===== config.mk =====
export PLATFORM = sky130hd
export DESIGN_NAME = quad_bram_ctrl
export DESIGN_NICKNAME = d
export VERILOG_FILES = /design/src/rtl/quad_ctrl_pkg.sv /design/src/rtl/input_row_tracker.sv /design/src/rtl/exec_sequencer.sv /design/src/rtl/job_fsm.sv /design/src/rtl/quad_bram_ctrl.sv
export SDC_FILE = /design/constraint.sdc
export NUM_CORES = 1
export LEC_CHECK = 0
export BUFFER_PORTS_ARGS = -buffer_cell sky130_fd_sc_hd__buf_2
export CAP_MARGIN = 20
export CORE_ASPECT_RATIO = 1.5
export CORE_MARGIN = 10
export CORE_UTILIZATION = 35
export DETAILED_ROUTE_END_ITERATION = 8
export SLEW_MARGIN = 5
export SYNTH_ARGS = -nofsm -noshare
export SYNTH_HDL_FRONTEND = slang
export SYNTH_HIERARCHICAL = 1
export SYNTH_SLANG_ARGS = --single-unit

===== constraint.sdc =====
create_clock -name clk -period 5.7 [get_ports clk]
set_input_delay 0.285 -clock clk [delete_from_list [all_inputs] [get_ports clk]]
set_output_delay 0.285 -clock clk [all_outputs]
set_load 0.02 [all_outputs]

===== src/rtl/quad_ctrl_pkg.sv =====
package quad_ctrl_pkg;

    ////////////////////
    // Sizes and timing
    ////////////////////

    // One buffer memory
    localparam int BRAM_DEPTH = 1024;
    // Row or column index, half the buffer address
    localparam int POS_W = $clog2(BRAM_DEPTH) - 1;
    // 4 engine groups of 2
    localparam int NUM_CE = 8;
    // Rows drained before execution
    localparam int PRIME_ROWS = 3;
    // Sequence reads making up one output pixel
    localparam int SEQ_READS_PER_PIXEL = 5;
    // Sequence read to first execute pulse
    localparam int SEQ_READ_LATENCY = 2;
    // Stretched accept pulse
    localparam int ACCEPT_CYCLES = 5;
    localparam int SEQ_ADDR_W = 12;

    // Pixel cycle counter
    localparam int CYC_W = $clog2(SEQ_READS_PER_PIXEL);
    localparam logic [CYC_W-1:0] CYC_LAST = CYC_W'(SEQ_READS_PER_PIXEL - 1);

    ////////////////////
    // Types
    ////////////////////

    typedef logic [POS_W-1:0] pos_t;
    // One extra bit so a full row fits
    typedef logic [POS_W:0] word_count_t;
    typedef logic [SEQ_ADDR_W-1:0] seq_addr_t;
    typedef logic [NUM_CE-1:0] ce_vec_t;
    typedef logic [1:0] gray_t;

    typedef enum logic [2:0] {
        st_idle,
        st_prime,
        st_wait_fetch,
        st_active,
        st_done
    } job_state_t;

    // Latched at accept
    typedef struct packed {
        pos_t last_row;
        pos_t last_col;
    } job_dims_t;

    // Input side back to the job FSM
    typedef struct packed {
        logic buffer_empty;
        pos_t cur_row;
        logic last_row_fetched;
        logic fetch_in_progress;
    } tracker_status_t;

    // Execution side back to the job FSM
    typedef struct packed {
        logic pixel_done;
        logic row_done;
        logic last_pixel_done;
        logic reads_pending;
    } seq_status_t;

endpackage


===== src/rtl/input_row_tracker.sv =====
`timescale 1ns/1ps

module input_row_tracker import quad_ctrl_pkg::*; (
    input  logic            clk,
    input  logic            rst,
    input  job_state_t      phase,
    input  job_dims_t       dims,
    input  logic            word_take,
    input  logic            job_fetch_ack,
    input  logic            job_fetch_complete,
    output logic            job_fetch_request,
    output logic            job_fetch_in_progress,
    output logic            pfb_rden,
    output gray_t           gray_code,
    output tracker_status_t status
);

    word_count_t word_count;
    pos_t        input_row;
    pos_t        input_col;
    pos_t        fetch_row;
    logic        last_fetched;
    logic        buffer_empty;
    logic        fetch_phase;
    logic        fetch_acked;
    logic        row_end;
    gray_t       bank_cnt;

    assign buffer_empty = (word_count == '0);
    // Fetches only run while a job is in flight
    assign fetch_phase = (phase == st_prime) || (phase == st_wait_fetch) ||
                         (phase == st_active);
    assign fetch_acked = job_fetch_request && job_fetch_ack;

    // Prime drains a word per cycle, active one per pixel
    assign pfb_rden = ((phase == st_prime) && !buffer_empty) || word_take;
    // Last word of the buffered row
    assign row_end = pfb_rden && (input_col == dims.last_col);

    ////////////////////
    // Fetch exchange
    ////////////////////

    always_ff @(posedge clk) begin
        if (rst) begin
            job_fetch_request     <= 1'b0;
            job_fetch_in_progress <= 1'b0;
            fetch_row             <= '0;
            last_fetched          <= 1'b0;
        end else begin
            // Request holds through a late ack
            if (fetch_acked) begin
                job_fetch_request <= 1'b0;
            end else if (!job_fetch_request && !job_fetch_in_progress && buffer_empty &&
                         !last_fetched && fetch_phase) begin
                job_fetch_request <= 1'b1;
            end
            if (fetch_acked) begin
                job_fetch_in_progress <= 1'b1;
            end else if (job_fetch_in_progress && job_fetch_complete) begin
                job_fetch_in_progress <= 1'b0;
            end
            // Row number of the next fetch
            if (phase == st_idle) begin
                fetch_row    <= '0;
                last_fetched <= 1'b0;
            end else if (fetch_acked) begin
                fetch_row <= fetch_row + 1'b1;
                if (fetch_row == dims.last_row) begin
                    last_fetched <= 1'b1;
                end
            end
        end
    end

    ////////////////////
    // Buffer words
    ////////////////////

    always_ff @(posedge clk) begin
        if (rst) begin
            word_count <= '0;
            input_row  <= '0;
            input_col  <= '0;
            bank_cnt   <= '0;
        end else begin
            // Full row lands on complete
            if (job_fetch_in_progress && job_fetch_complete) begin
                word_count <= word_count_t'(dims.last_col) + 1'b1;
            end else if (pfb_rden) begin
                word_count <= word_count - 1'b1;
            end
            if (phase == st_idle) begin
                input_row <= '0;
                input_col <= '0;
            end else if (row_end) begin
                input_col <= '0;
                input_row <= input_row + 1'b1;
            end else if (pfb_rden) begin
                input_col <= input_col + 1'b1;
            end
            // Bank flips per drained row, kept across jobs
            if (row_end) begin
                bank_cnt <= bank_cnt + 1'b1;
            end
        end
    end

    assign gray_code = {bank_cnt[1], bank_cnt[1] ^ bank_cnt[0]};

    assign status.buffer_empty      = buffer_empty;
    assign status.cur_row           = input_row;
    assign status.last_row_fetched  = last_fetched;
    assign status.fetch_in_progress = job_fetch_in_progress;

    // Pixel ends from the sequencer only land on a loaded buffer
    a_rden_nonzero: assert property (@(posedge clk) disable iff (rst)
        pfb_rden |-> (word_count != '0));

    // One row in flight, each request is for the row after the last one drained
    a_fetch_single: assert property (@(posedge clk) disable iff (rst)
        job_fetch_request |-> (fetch_row == input_row));

endmodule


===== src/rtl/exec_sequencer.sv =====
`timescale 1ns/1ps

module exec_sequencer import quad_ctrl_pkg::*; (
    input  logic        clk,
    input  logic        rst,
    input  job_state_t  phase,
    input  job_dims_t   dims,
    input  logic        buffer_empty,
    output logic        seq_rden,
    output seq_addr_t   seq_rd_addr,
    output ce_vec_t     ce_execute,
    output logic        word_take,
    output seq_status_t status
);

    logic [CYC_W-1:0]            cyc_cnt;
    logic [SEQ_READ_LATENCY-1:0] rd_pipe;
    logic [NUM_CE-1:1]           ce_tail;
    pos_t                        out_row;
    pos_t                        out_col;
    pos_t                        last_out_row;
    logic                        last_done;
    logic                        pixel_end;
    logic                        row_end;

    // Primed rows produce no output row of their own
    assign last_out_row = dims.last_row - pos_t'(PRIME_ROWS);

    ////////////////////
    // Pixel reads
    ////////////////////

    // Buffer holds its word until the pixel ends, so a started
    // pixel always runs its full burst
    assign seq_rden  = (phase == st_active) && !buffer_empty && !last_done;
    assign pixel_end = seq_rden && (cyc_cnt == CYC_LAST);
    assign row_end   = pixel_end && (out_col == dims.last_col);
    assign word_take = pixel_end;

    always_ff @(posedge clk) begin
        if (rst) begin
            cyc_cnt     <= '0;
            seq_rd_addr <= '0;
            out_row     <= '0;
            out_col     <= '0;
            last_done   <= 1'b0;
        end else if (phase == st_idle) begin
            cyc_cnt     <= '0;
            seq_rd_addr <= '0;
            out_row     <= '0;
            out_col     <= '0;
            last_done   <= 1'b0;
        end else if (seq_rden) begin
            if (pixel_end) begin
                cyc_cnt <= '0;
                if (row_end) begin
                    // Next output row reuses the same sequence
                    out_col     <= '0;
                    out_row     <= out_row + 1'b1;
                    seq_rd_addr <= '0;
                    if (out_row == last_out_row) begin
                        last_done <= 1'b1;
                    end
                end else begin
                    out_col     <= out_col + 1'b1;
                    seq_rd_addr <= seq_rd_addr + 1'b1;
                end
            end else begin
                cyc_cnt     <= cyc_cnt + 1'b1;
                seq_rd_addr <= seq_rd_addr + 1'b1;
            end
        end
    end

    ////////////////////
    // Execute chain
    ////////////////////

    // Covers the sequence memory read latency
    always_ff @(posedge clk) begin
        if (rst) begin
            rd_pipe <= '0;
            ce_tail <= '0;
        end else begin
            rd_pipe <= {rd_pipe[SEQ_READ_LATENCY-2:0], seq_rden};
            // Each engine one cycle behind its neighbour
            ce_tail <= ce_execute[NUM_CE-2:0];
        end
    end

    assign ce_execute = {ce_tail, rd_pipe[SEQ_READ_LATENCY-1]};

    assign status.pixel_done      = pixel_end;
    assign status.row_done        = row_end;
    assign status.last_pixel_done = last_done;
    // Mid-pixel or still in the read pipe
    assign status.reads_pending   = (cyc_cnt != '0) || (|rd_pipe);

    // Execution only in active or while the pipe drains into a fetch wait
    a_exec_in_active: assert property (@(posedge clk) disable iff (rst)
        ce_execute[0] |-> ((phase == st_active) || (phase == st_wait_fetch)));

endmodule


===== src/rtl/job_fsm.sv =====
`timescale 1ns/1ps

module job_fsm import quad_ctrl_pkg::*; (
    input  logic            clk,
    input  logic            rst,
    input  logic            job_start,
    input  job_dims_t       dims_in,
    input  tracker_status_t trk,
    input  seq_status_t     seq,
    input  logic            job_complete_ack,
    output logic            job_accept,
    output logic            job_complete,
    output job_state_t      phase,
    output job_dims_t       dims
);

    job_state_t               state;
    job_state_t               next_state;
    job_state_t               ret_state;
    logic                     start_take;
    logic                     fetch_pending;
    logic                     prime_done;
    logic [ACCEPT_CYCLES-1:0] accept_sr;

    assign phase = state;
    // job_start only counts in idle
    assign start_take = (state == st_idle) && job_start;
    // A row is on its way or still to be requested
    assign fetch_pending = trk.fetch_in_progress || !trk.last_row_fetched;
    assign prime_done = (trk.cur_row == pos_t'(PRIME_ROWS));

    ////////////////////
    // Next state
    ////////////////////

    always_comb begin
        next_state = state;
        case (state)
            st_idle: begin
                if (job_start) begin
                    next_state = st_prime;
                end
            end
            st_prime: begin
                // Drained rows win over a pending fetch
                if (prime_done) begin
                    next_state = st_active;
                end else if (trk.buffer_empty && fetch_pending) begin
                    next_state = st_wait_fetch;
                end
            end
            st_wait_fetch: begin
                // Row loaded, go back where we were
                if (!trk.buffer_empty) begin
                    next_state = ret_state;
                end
            end
            st_active: begin
                if (seq.last_pixel_done && !seq.reads_pending) begin
                    next_state = st_done;
                end else if (trk.buffer_empty && fetch_pending) begin
                    next_state = st_wait_fetch;
                end
            end
            st_done: begin
                if (job_complete_ack) begin
                    next_state = st_idle;
                end
            end
            default: begin
                next_state = st_idle;
            end
        endcase
    end

    ////////////////////
    // State and job exchange
    ////////////////////

    always_ff @(posedge clk) begin
        if (rst) begin
            state        <= st_idle;
            ret_state    <= st_prime;
            accept_sr    <= '0;
            job_complete <= 1'b0;
        end else begin
            state <= next_state;
            // Remember prime or active across the fetch wait
            if ((next_state == st_wait_fetch) && (state != st_wait_fetch)) begin
                ret_state <= state;
            end
            // Stretch accept over ACCEPT_CYCLES
            accept_sr <= {accept_sr[ACCEPT_CYCLES-2:0], start_take};
            // Level for as long as done lasts
            job_complete <= (next_state == st_done);
        end
    end

    // Job dims held for the whole job
    always_ff @(posedge clk) begin
        if (start_take) begin
            dims <= dims_in;
        end
    end

    assign job_accept = |accept_sr;

    // Next job never taken while the previous accept pulse still runs
    a_accept_window: assert property (@(posedge clk) disable iff (rst)
        start_take |-> !job_accept);

    // Pixels consume buffered words, and a finished output row empties the buffer
    a_pixel_word: assert property (@(posedge clk) disable iff (rst)
        seq.pixel_done |-> !trk.buffer_empty);
    a_row_drained: assert property (@(posedge clk) disable iff (rst)
        seq.row_done |=> trk.buffer_empty);

endmodule


===== src/rtl/quad_bram_ctrl.sv =====
`timescale 1ns/1ps

module quad_bram_ctrl import quad_ctrl_pkg::*; (
    input  logic       clk,
    input  logic       rst,
    input  job_dims_t  job_dims,
    input  logic       job_start,
    output logic       job_accept,
    output logic       job_fetch_request,
    input  logic       job_fetch_ack,
    input  logic       job_fetch_complete,
    output logic       job_fetch_in_progress,
    output logic       pfb_rden,
    output gray_t      gray_code,
    output logic       seq_rden,
    output seq_addr_t  seq_rd_addr,
    output ce_vec_t    ce_execute,
    output logic       job_complete,
    input  logic       job_complete_ack,
    output job_state_t job_state
);

    job_state_t      phase;
    job_dims_t       dims;
    tracker_status_t trk_status;
    seq_status_t     seq_status;
    logic            word_take;

    assign job_state = phase;

    // Job flow
    job_fsm job_fsm_i (
        .clk              (clk),
        .rst              (rst),
        .job_start        (job_start),
        .dims_in          (job_dims),
        .trk              (trk_status),
        .seq              (seq_status),
        .job_complete_ack (job_complete_ack),
        .job_accept       (job_accept),
        .job_complete     (job_complete),
        .phase            (phase),
        .dims             (dims)
    );

    // Fetch and prefetch buffer side
    input_row_tracker input_row_tracker_i (
        .clk                   (clk),
        .rst                   (rst),
        .phase                 (phase),
        .dims                  (dims),
        .word_take             (word_take),
        .job_fetch_ack         (job_fetch_ack),
        .job_fetch_complete    (job_fetch_complete),
        .job_fetch_request     (job_fetch_request),
        .job_fetch_in_progress (job_fetch_in_progress),
        .pfb_rden              (pfb_rden),
        .gray_code             (gray_code),
        .status                (trk_status)
    );

    // Sequence reads and engine execute
    exec_sequencer exec_sequencer_i (
        .clk          (clk),
        .rst          (rst),
        .phase        (phase),
        .dims         (dims),
        .buffer_empty (trk_status.buffer_empty),
        .seq_rden     (seq_rden),
        .seq_rd_addr  (seq_rd_addr),
        .ce_execute   (ce_execute),
        .word_take    (word_take),
        .status       (seq_status)
    );

endmodule


======== Yosys cells after proc, flatten, opt, wreduce, memory -nomap -nowiden ========
Cells that the tools add are included.
word-level totals
  bits in registers ....................... 115
  latch bits .............................. 0
  memory bits (writable) .................. 0
  memory bits (read-only) ................. 0
  output and inout bits ................... 31
  memories ................................ 0
cells by class
  $add $sub $neg .......................... 11
  multipliers ............................. 0
  divide/modulo/power cells ............... 0
  $lt $le $gt $ge ......................... 0
  equality and inequality tests ........... 13
  shift operators ......................... 0
  multiplexer cells ....................... 15
  bitwise gates (word level) .............. 1
  reduce and logical (&&, ||, !) cells .... 41
operator list
  kind                     number
  $add A9 B1 Y9 const B    5
  $eq A9 B9 Y1             4
  $mux W12                 2
  $mux W3                  7
  $mux W10                 2
  $logic_and A1 B1 Y1      16
  $pmux W3 S5              1
  $add A12 B1 Y12 const B  1
  $add A9 B1 Y10 const B   1
  $logic_not A10 Y1        1
  $sub A10 B1 Y10 const B  1
  $eq A3 B2 Y1 const B     3
  $eq A3 B3 Y1 const B     3
  $eq A9 B2 Y1 const B     1
  $mux W9                  1
  $sub A9 B2 Y9 const B    1
  $logic_not A1 Y1         6
  $reduce_or A2 Y1         3
  $logic_or A1 B1 Y1       5
  $reduce_or A5 Y1         1
  $reduce_and A2 Y1        2
  $reduce_and A4 Y1        1
  $reduce_bool A2 Y1       2
  $add A3 B1 Y3 const B    1
  other kinds (9)          10

======== Depth between registers and ports, before layout ========
Gate-level depths: netlist (run 1).
  word-level depth ........................ 8
  gate-level depth with buffers ........... 14

======== By module ========
The synthesis (run 1) kept the hierarchy.
modules (own cells, without submodules)
  module             instances  cells each  area each (µm²)
  input_row_tracker  1          296         2,479.9
  exec_sequencer     1          260         2,279.7
  job_fsm            1          76          1,112.3

======== Worst setup path before layout (run 1) ========
No wires, ideal clock.
  path type ............................... reg2reg
  start ................................... register input_row_tracker_i.word_count[2]
  end ..................................... register input_row_tracker_i.word_count[9]
  data arrival time ....................... 3.675 ns
  required time ........................... 5.609 ns
  setup slack ............................. 1.934 ns
  cell stages (with the launch flop) ...... 15
  path buffers ............................ 3
  period minus slack after synthesis ...... 3.766 ns
  cells stage by stage .................... dfxtp_1 > or4_4 > or3_4 > nor4b_1 > buf_4 > nand4bb_1 > or2_4 > inv_1 > or4b_1 > or4_4 > nand2_4 > buf_8 > buf_6 > o21ai_0 > a311oi_1
on the way
  word-level cells in the longest chain between the ends .. 7
  elaborated cells on any way between the ends .. 11
  classes of those cells .................. add/sub (1); mux (2); reduce/logical (8)
ends and longest elaborated chain
  element                               RTL line                 source
  start: declaration                    input_row_tracker.sv:18  word_count_t word_count;
  start signal: assignment              input_row_tracker.sv:89  word_count <= word_count_t'(dims.last_col) + 1'b1;
  start signal: assignment              input_row_tracker.sv:91  word_count <= word_count - 1'b1;
  $logic_not A10 Y1                     input_row_tracker.sv:29  assign buffer_empty = (word_count == '0);
  net input_row_tracker_i.buffer_empty  input_row_tracker.sv:23  logic buffer_empty;
  $logic_not A1 Y1                      exec_sequencer.sv:35     assign seq_rden = (phase == st_active) && !buffer_empty && !last_done;
  $logic_and A1 B1 Y1 (2 in a row)      exec_sequencer.sv:35
  $logic_and A1 B1 Y1                   exec_sequencer.sv:36     assign pixel_end = seq_rden && (cyc_cnt == CYC_LAST);
  net word_take                         quad_bram_ctrl.sv:27     logic word_take;
  $logic_or A1 B1 Y1                    input_row_tracker.sv:36  assign pfb_rden = ((phase == st_prime) && !buffer_empty) || word_take;
  $reduce_bool A2 Y1 (no source line)   n/a
The timed path passes the listed nets, and every way through them passes these cells. The select of a mux whose other input is x is not followed.
A chain may end at the register's enable or synchronous reset.

==> metrics, run 1 <==
routed length per instance=15.7 um; setup violators final=0; Reg clk slew, reported paths=0.06 ns; sequential power share=0.348; clock skew=0.0102 ns; Crit Path Max Fanout=37; Vias=4754; r2r setup slk=approximately 1.6 ns; Hold Vio Cnt, Final=0; Switching Fraction=0.332; Int Power=2.00 mW; CP required=around 5.4 ns; final wirelength=14100 um; f_max=218 MHz; dpl cells=863; Initial Util=0.359; Worst Hold Class=in -> reg; slowest CP cell=or4_4; port bufs=54; die footprint=roughly 0.022 mm2; critical path type=reg -> out; commonest non-fill, non-tap cell in the layout=dfxtp_1; hold path depth=1; NetSw=996 uW; Slew Limit Fails=0; cts bufs inserted=17; Max VDD drop=200 uV; Top-Level Pins=55; DP HPWL=10300 um; worst slew pin tran=0.810 ns; first-pass GRT wire length=23400 um; Worst R2R Start=input_row_tracker_i/word_count[2]$_SDFFE_PP0P_; R2R depth=12; most frequent cells in the layout=dfxtp_1 (97), nor2_1 (57), buf_2 (54); synth warn=6; antenna cells=0; number of global-route vias before repair=between 4k and 5k; max incr delay on CP=0.58 ns; WHS Endpoint=job_fsm_i/dims[14]$_DFFE_PP_; TritonCTS clock tree=built; CTS root buffer=clkbuf_16; Synth Cell Area=slightly below 0.006 mm2; status=finished clean; Leakage=2.55 nW; ordered list of cells on the worst path=or4_4 > or3_4 > nor4b_1 > buf_4 > nand4bb_1 > or2_4 > inv_1 > or4b_1 > or4_4 > nand2_4 > inv_1 > buf_2; Comb power frac=0.262; setup TNS=0 ns; crit start category=flop; reg-to-reg critical path endpoint=input_row_tracker_i/word_count[5]$_SDFFE_PP0P_; Pre-antenna DRT Iters=4; MaxCap Viol Count=0; H-tree depth=4; WP data arrival=4.30 ns; drt drc=0; Overflow after GRT=0; RSZ-0062 raised after global routing=false; hold buffer count at CTS=0; hold slack=0.0383 ns; CORE AREA=approximately 0.016 mm2; Fillers=1548; GRT Overall Usage=0.127; CP Capture Type=output pin; Post-Syn Instances=630; share of cells above drive strength 1=0.170; # nets final=713; final core occ=0.422; ANT nets after route=0; DR vias/cell=between 5 and 6; Clk pwr share=0.390; # resized after CTS=0; Syn Area/Cell=approximately 9.3 um2; Worst Min Path Start=job_dims[14]; Worst slew margin=0.455; Syn-to-layout area delta=17.6%; Sink Count=roughly 120; Bufs on Longest Clock Path=2; minimum clock period=4.59 ns; Horiz. Die Dim=~130 um; cell area power density=435 mW/mm2; worst skew pair latency=0.42 ns; initial antenna violation count=0; number of setup buffers added after CTS=0; Post-Layout Cell Count=about 900; First DRT Iteration DRCs=222; Die H=between 150 and 200 um; RD Place Congestion=around 0.9; largest net degree at the start of global routing=49; Mapped Nets=666; final worst-path cycle share=0.805; Row Count=57
## metal layers
| metal | up-vias | part of all wire | global-route usage |
|---|---|---|---|
| met5 | - | 0 | 0 |
| met4 | 0 | 0.019 | 0.0577 |
| met3 | 22 | 0.035 | 0.0336 |
| met2 | 95 | 0.55 | 0.234 |
| met1 | 2275 | 0.40 | 0.132 |
| li1 | 2362 | - | - |
## through the flow
step / power (mW) / setup slack [ns] / area (um2)
3_3_place_gp: 1.82 / 1.61 / 6230
3_5_place_dp: 1.84 / 1.54 / 6230
2_1_floorplan: 1.66 / 1.94 / 5860
5_1_grt: 3.16 / 0.893 / 6890
6_report: 3.00 / 1.11 / 6890
4_1_cts: 3.02 / 1.08 / 6880
## critical path, delay by kind of cell, from the launching register on
kind          cells  cell delay (ns)
simple gates      8             2.85
flops             1             0.35
buf+inv           4             0.66
## power groups by stage
| stage | Sequential [mW] | Clock (mW) | Combinational (mW) |
|---|---|---|---|
| after floorplan | 1.02 | 0 | 0.638 |
| after global placement | 1.06 | 0 | 0.759 |
| after detailed placement | 1.06 | 0 | 0.781 |
| after CTS | 1.04 | 1.19 | 0.785 |
| after global routing | 1.05 | 1.23 | 0.868 |
| final | 1.04 | 1.17 | 0.787 |
## sequential cells by signal (all words and copies together), names as in the netlist
signal	flops
job_fsm_i/job_complete	1
exec_sequencer_i/rd_pipe	2
job_fsm_i/dims	18
input_row_tracker_i/input_row	9
exec_sequencer_i/seq_rd_addr	12
exec_sequencer_i/out_row	9
exec_sequencer_i/last_done	1
input_row_tracker_i/word_count	10
job_fsm_i/ret_state	3
input_row_tracker_i/fetch_row	9
input_row_tracker_i/bank_cnt	2
exec_sequencer_i/cyc_cnt	3
exec_sequencer_i/ce_tail	7
job_fsm_i/phase	3
input_row_tracker_i/last_fetched	1
input_row_tracker_i/input_col	9
exec_sequencer_i/out_col	9
job_fsm_i/accept_sr	5
input_row_tracker_i/job_fetch_in_progress	1
input_row_tracker_i/job_fetch_request	1
## worst max path at each step
stage | start | end | slack, ns | depth (start not counted)
2_1_floorplan | input_row_tracker_i/word_count[2]$_SDFFE_PP0P_ | input_row_tracker_i/word_count[9]$_SDFFE_PP0P_ | 1.94 | 14
4_1_cts | input_row_tracker_i/word_count[2]$_SDFFE_PP0P_ | pfb_rden | 1.08 | 12
3_5_place_dp | input_row_tracker_i/word_count[2]$_SDFFE_PP0P_ | pfb_rden | 1.54 | 12
3_3_place_gp | input_row_tracker_i/word_count[2]$_SDFFE_PP0P_ | pfb_rden | 1.61 | 12
5_1_grt | input_row_tracker_i/word_count[2]$_SDFFE_PP0P_ | pfb_rden | 0.89 | 12
6_report | input_row_tracker_i/word_count[2]$_SDFFE_PP0P_ | pfb_rden | 1.11 | 12
## final cells by class
| type | instances | area [um2] | area share |
|---|---|---|---|
| clock inverters | 13 | 206 | 0.0300 |
| clock buffers | 19 | 443 | 0.0643 |
| inverters | 15 | 56.3 | 0.00817 |
| multi-input cells | 471 | 3150 | 0.457 |
| well taps | 206 | 258 | 0.0374 |
| repair buffers | 57 | 297 | 0.0430 |
| flip-flops and latches | 115 | 2480 | 0.360 |
No activity file was read; power rests on OpenSTA's default activity.
==> inputs of run 2 (changes only) <==
==> constraint.sdc (replaced) <==
create_clock -name clk -period 4.4 [get_ports clk]
set_input_delay 0.22 -clock clk [delete_from_list [all_inputs] [get_ports clk]]
set_output_delay 0.22 -clock clk [all_outputs]
set_load 0.02 [all_outputs]
==> run 2 against run 1 <==
Effect of this change: sequential cell count is the same; sequential share of layout area shrank 0.96 points; cell area grew 2.7%; via count grew 3.7%.
==> metrics, run 2 (synthesis results as in run 1) <==
status=finished clean; Worst Setup SP=input_row_tracker_i/word_count[2]$_SDFFE_PP0P_; drt drc=0; CORE AREA=~0.016 mm2; ordered list of cells on the worst path=or4_4 > or3_4 > nor4b_4 > nand4bb_1 > or2_4 > inv_1 > or4b_1 > or4_4 > nand2_8 > inv_1 > buf_2; port bufs=54; Hold Vio Cnt, Final=0; Bufs on Longest Clock Path=2; Worst Hold Class=in -> reg; R2R depth=10; cts bufs inserted=17; worst slew pin tran=0.808 ns; placed inst area=0.00625 mm2; routed length per instance=15.9 um; NetSw=1.34 mW; Pre-antenna DRT Iters=4; # nets final=735; post-layout instance area=0.00708 mm2; Switching Fraction=0.346; MaxCap Viol Count=0; share of cells above drive strength 1=0.171; slowest CP cell=or4_4; DR vias/cell=5.37; commonest non-fill, non-tap cell in the layout=dfxtp_1; crit start category=flop; GRT Overall Usage=0.130; CP required=4.18 ns; Die H=around 180 um; first-pass GRT wire length=24000 um; number of setup buffers added after CTS=0; DP HPWL=10300 um; number of global-route vias before repair=4897; worst skew pair latency=between 0.4 and 0.5 ns; TritonCTS clock tree=built; CP Buf/Inv Count=3; initial antenna violation count=0; RSZ-0062 raised after global routing=false; minimum clock period=4.24 ns; Horiz. Die Dim=126 um; H-tree depth=4; Reg clk slew, reported paths=0.05 ns; Worst Setup EP=pfb_rden; Top-Level Pins=55; r2r setup slk=0.59 ns; cell area power density=547 mW/mm2; Int Power=2.53 mW; setup TNS=0 ns; largest net degree at the start of global routing=48; CP Capture Type=output pin; ANT nets after route=0; CTS root buffer=clkbuf_16; final wirelength=14600 um; Worst slew margin=0.460; setup violators final=0; sequential cell area=0.00248 mm2; critical path type=reg -> out; Initial Util=0.359; max incr delay on CP=0.58 ns; Overflow after GRT=0; Largest register FFs=18; Fillers=1540; Largest Register=job_fsm_i/dims; sequential power share=0.346; largest registers=job_fsm_i/dims (18), exec_sequencer_i/seq_rd_addr (12), input_row_tracker_i/word_count (10); First DRT Iteration DRCs=322; final worst-path cycle share=0.964; most frequent cells in the layout=dfxtp_1 (97), nor2_1 (57), buf_2 (54); Syn-to-layout area delta=20.9%; Leakage=2.64 nW; Slew Limit Fails=0; Row Count=57; Top delay family on crit path=simple AND/OR/NAND/NOR gates; Sink Count=115; Max VDD drop=271 uV; Comb power frac=0.303; WP data arrival=4.02 ns; Worst R2R Start=input_row_tracker_i/word_count[2]$_SDFFE_PP0P_; Crit Path Max Fanout=19; Crit path depth=11; clock skew=0.00647 ns; Clk pwr share=0.352; f_max=236 MHz; reg-to-reg critical path endpoint=input_row_tracker_i/word_count[1]$_SDFFE_PP0P_; RD Place Congestion=slightly below 0.9; Vias=4931; multi-input logic area=0.00318 mm2; antenna cells=0; die footprint=0.0224 mm2; hold slack=around 0.11 ns
## run 2: cell count changes in the layout (fill, tap and decap cells not counted), sizes merged
cell | previous run | this run
dlygate4sd3 | 0 | 18
clkinvlp | 3 | 2
bufinv | 5 | 1
nand2 | 47 | 48
buf | 57 | 60
inv | 15 | 14
clkbuf | 19 | 25
## run 2: what timing repair did
action | 4_1_cts | 5_1_grt
hold endpoints to repair | 18 | 0
hold buffers | 18 | 0
endpoints found under the setup margin | 1 | 1
pin swaps | 0 | 1
gates cloned | 0 | 1
gates resized for setup | 2 | 1
## run 2: worst min path at each step
stage	from	endpoint	slack [ns]	depth (start not counted)
2_1_floorplan	job_dims[0]	job_fsm_i/dims[0]$_DFFE_PP_	0.32	0
3_3_place_gp	job_dims[0]	job_fsm_i/dims[0]$_DFFE_PP_	0.40	1
3_5_place_dp	job_dims[12]	job_fsm_i/dims[12]$_DFFE_PP_	0.40	1
4_1_cts	job_fetch_complete	input_row_tracker_i/job_fetch_in_progress$_SDFFE_PP0P_	0.1	3
5_1_grt	job_fetch_ack	input_row_tracker_i/job_fetch_in_progress$_SDFFE_PP0P_	0.11	3
6_report	job_fetch_complete	input_row_tracker_i/job_fetch_in_progress$_SDFFE_PP0P_	0.11	3
## run 2: power groups by stage
stage / clock network, mW / logic, mW / registers [mW]
global placement: 0 / 1.03 / 1.35
floorplan: 0 / 0.827 / 1.32
detailed placement: 0 / 1.06 / 1.35
finish: 1.36 / 1.17 / 1.34
global route: 1.44 / 1.28 / 1.35
CTS: 1.39 / 1.11 / 1.33
## run 2: final cells by class
cell class	instances	share of cell area
clock buffers	25	0.0746
clock inverters	7	0.00972
inverters	15	0.00795
multi-input cells	472	0.450
flip-flops and latches	115	0.351
well taps	206	0.0364
repair buffers	78	0.0710
## run 2: tightest hold or removal path, stage by stage
cell	delay [ns]
buf_2	0.09
nand2b_1	0.10
a21oi_1	0.06
## run 2: routing by layer
metal	wire length, um	track usage	vias to the layer above
met5	0	0	-
met4	312	0.0630	0
met3	509	0.0267	21
met2	7950	0.240	102
met1	5830	0.137	2399
li1	-	-	2409
## run 2: stage by stage
stage / utilization / setup slack, ns / instances / power (mW)
global placement: 0.383 / 0.413 / 866 / 2.38
CTS: 0.431 / 0.0466 / 916 / 3.83
global route: 0.433 / 0.0211 / 918 / 4.08
floorplan: - / 0.644 / 630 / 2.15
detailed placement: 0.383 / 0.241 / 866 / 2.41
finish: 0.433 / 0.159 / 918 / 3.87
==> inputs of run 3 (changes only) <==
--- a/config.mk
+++ b/config.mk
@@ -7,10 +7,11 @@
 export LEC_CHECK = 0
 export BUFFER_PORTS_ARGS = -buffer_cell sky130_fd_sc_hd__buf_2
 export CAP_MARGIN = 20
-export CORE_ASPECT_RATIO = 1.5
 export CORE_MARGIN = 10
 export CORE_UTILIZATION = 35
 export DETAILED_ROUTE_END_ITERATION = 8
+export PLACE_DENSITY = 0.52
+export SETUP_SLACK_MARGIN = 0.5
 export SLEW_MARGIN = 5
 export SYNTH_ARGS = -nofsm -noshare
 export SYNTH_HDL_FRONTEND = slang
==> run 3 against run 2 <==
Effect of this change: global-route usage is 0.62 points higher; sequential power hardly changed; die area is 0.47% lower; non-clock buffer count is 8 higher; largest cell class unchanged; fmax is 12% higher; combinational power is 3% higher; register-to-register slack better by 0.20 ns; critical path type unchanged; first-iteration DRC count is 2.8% lower; wire length is 0.66% higher; sequential share of layout area is 0.42 points lower; power is 2.6% higher; core utilization is 0.22 points higher.
==> metrics, run 3 (synthesis results as in run 1) <==
Die H=149 um; ANT nets after route=0; MaxCap Viol Count=0; multi-input logic area=0.00318 mm2; Worst Hold Class=in -> reg; Slew Limit Fails=0; Reg clk slew, reported paths=0.06 ns; share of cells above drive strength 1=0.186; Syn-to-layout area delta=22.5%; max incr delay on CP=around 0.54 ns; Pre-antenna DRT Iters=4; Hold Vio Cnt, Final=0; RSZ-0062 raised after global routing=false; First DRT Iteration DRCs=between 300 and 400; worst skew pair latency=0.41 ns; Largest register FFs=18; Vias=4868; GRT Overall Usage=0.136; cell area power density=554 mW/mm2; TritonCTS clock tree=built; Sink Count=around 120; antenna cells=0; sequential cell area=0.00248 mm2; first-pass GRT wire length=24700 um; Crit Path Max Fanout=6; setup TNS=0 ns; clock skew=0.00634 ns; WP data arrival=3.58 ns; Bufs on Longest Clock Path=2; most frequent cells in the layout=dfxtp_1 (95), nor2_1 (58), buf_2 (53); RD Place Congestion=0.853; largest net degree at the start of global routing=49; routed length per instance=15.7 um; Initial Util=0.356; CP required=4.18 ns; H-tree depth=4; most frequent CP cell=or4_4; Horiz. Die Dim=149 um; final core occ=0.436; drt drc=0; minimum clock period=3.80 ns; CTS root buffer=clkbuf_16; cts bufs inserted=17; Leakage=2.67 nW; final worst-path cycle share=0.863; Max VDD drop=around 380 uV; Fillers=roughly 1.6k; port bufs=54; f_max=263 MHz; crit start category=flop; slowest CP cell=or4_4; initial antenna violation count=0; CP Capture Type=output pin; status=finished clean; setup violators final=0; Post-Layout Cell Count=939; dpl cells=approximately 900; commonest non-fill, non-tap cell in the layout=dfxtp_1; ordered list of cells on the worst path=or4_4 > or3_4 > nor4b_4 > nand4bb_1 > or2_4 > inv_2 > or4b_4 > or4_4 > nand2_8 > clkinvlp_4 > buf_6; DP HPWL=9950 um; hold slack=approximately 0.12 ns; Largest Register=job_fsm_i/dims; number of global-route vias before repair=4820; DR vias/cell=about 5.2; critical path type=reg -> out; Power, Total=3.97 mW; # nets final=743; Overflow after GRT=0; CORE AREA=0.0165 mm2; Top-Level Pins=55; largest registers=job_fsm_i/dims (18), exec_sequencer_i/seq_rd_addr (12), input_row_tracker_i/word_count (10); die footprint=0.0223 mm2; worst slew pin tran=between 0.8 and 0.9 ns; Row Count=47; final wirelength=14700 um; Worst slew margin=0.403
run 3: power by group:
| part | switching [mW] | internal [mW] | total (mW) |
|---|---|---|---|
| Combinational | 0.694 | 0.520 | 1.21 |
| Clock | 0.480 | 0.924 | 1.40 |
| Sequential | 0.170 | 1.18 | 1.35 |
| Total | 1.34 | 2.63 | 3.97 |
run 3: worst max-delay path, delay by kind of cell, from the launching register on:
kind | cells | cell delay [ns]
buffers and inverters | 3 | 0.30
and+or+nand+nor | 8 | 2.55
DFF | 1 | 0.32
run 3: area by class of cell:
type / count / area share
sequential: 115 / 0.346
clock buffer: 23 / 0.0712
timing repair buffer: 86 / 0.0783
multi-input combinational: 472 / 0.444
tap: 220 / 0.0384
clock inverter: 8 / 0.0134
inverter: 15 / 0.00837
run 3: worst paths after layout:
check,start,endpoint,slack [ns],cells past startpoint
max,input_row_tracker_i/word_count[5]$_SDFFE_PP0P_,pfb_rden,0.60,11
min,job_fetch_complete,input_row_tracker_i/job_fetch_in_progress$_SDFFE_PP0P_,0.12,3
max reg2reg,input_row_tracker_i/word_count[5]$_SDFFE_PP0P_,input_row_tracker_i/word_count[9]$_SDFFE_PP0P_,0.79,12
min reg2reg,job_fsm_i/ret_state[2]$_SDFFE_PP0P_,job_fsm_i/ret_state[2]$_SDFFE_PP0P_,0.44,2
run 3: per-stage QoR:
step	cell area (um2)	setup WS [ns]
4_1_cts	7130	0.520
3_5_place_dp	6240	0.349
3_3_place_gp	6240	0.409
6_report	7170	0.605
2_1_floorplan	5860	0.644
5_1_grt	7170	0.482
run 3: repair_timing:
action | 4_1_cts | 5_1_grt
endpoints found under the setup margin | 18 | 1
endpoints found under the hold margin | 18 | 0
cloned | 1 | 0
buffers inserted | 7 | 5
pin swaps | 7 | 5
gates resized for setup | 7 | 3
hold buffers | 18 | 0
run 3: routing by layer:
| metal | up-vias | share of wire | routed length [um] | global-route usage |
|---|---|---|---|---|
| li1 | 2428 | - | - | - |
| met1 | 2348 | 0.46 | 6720 | 0.165 |
| met2 | 77 | 0.49 | 7250 | 0.225 |
| met3 | 15 | 0.038 | 564 | 0.0413 |
| met4 | 0 | 0.012 | 173 | 0.0466 |
| met5 | - | 0 | 0 | 0 |
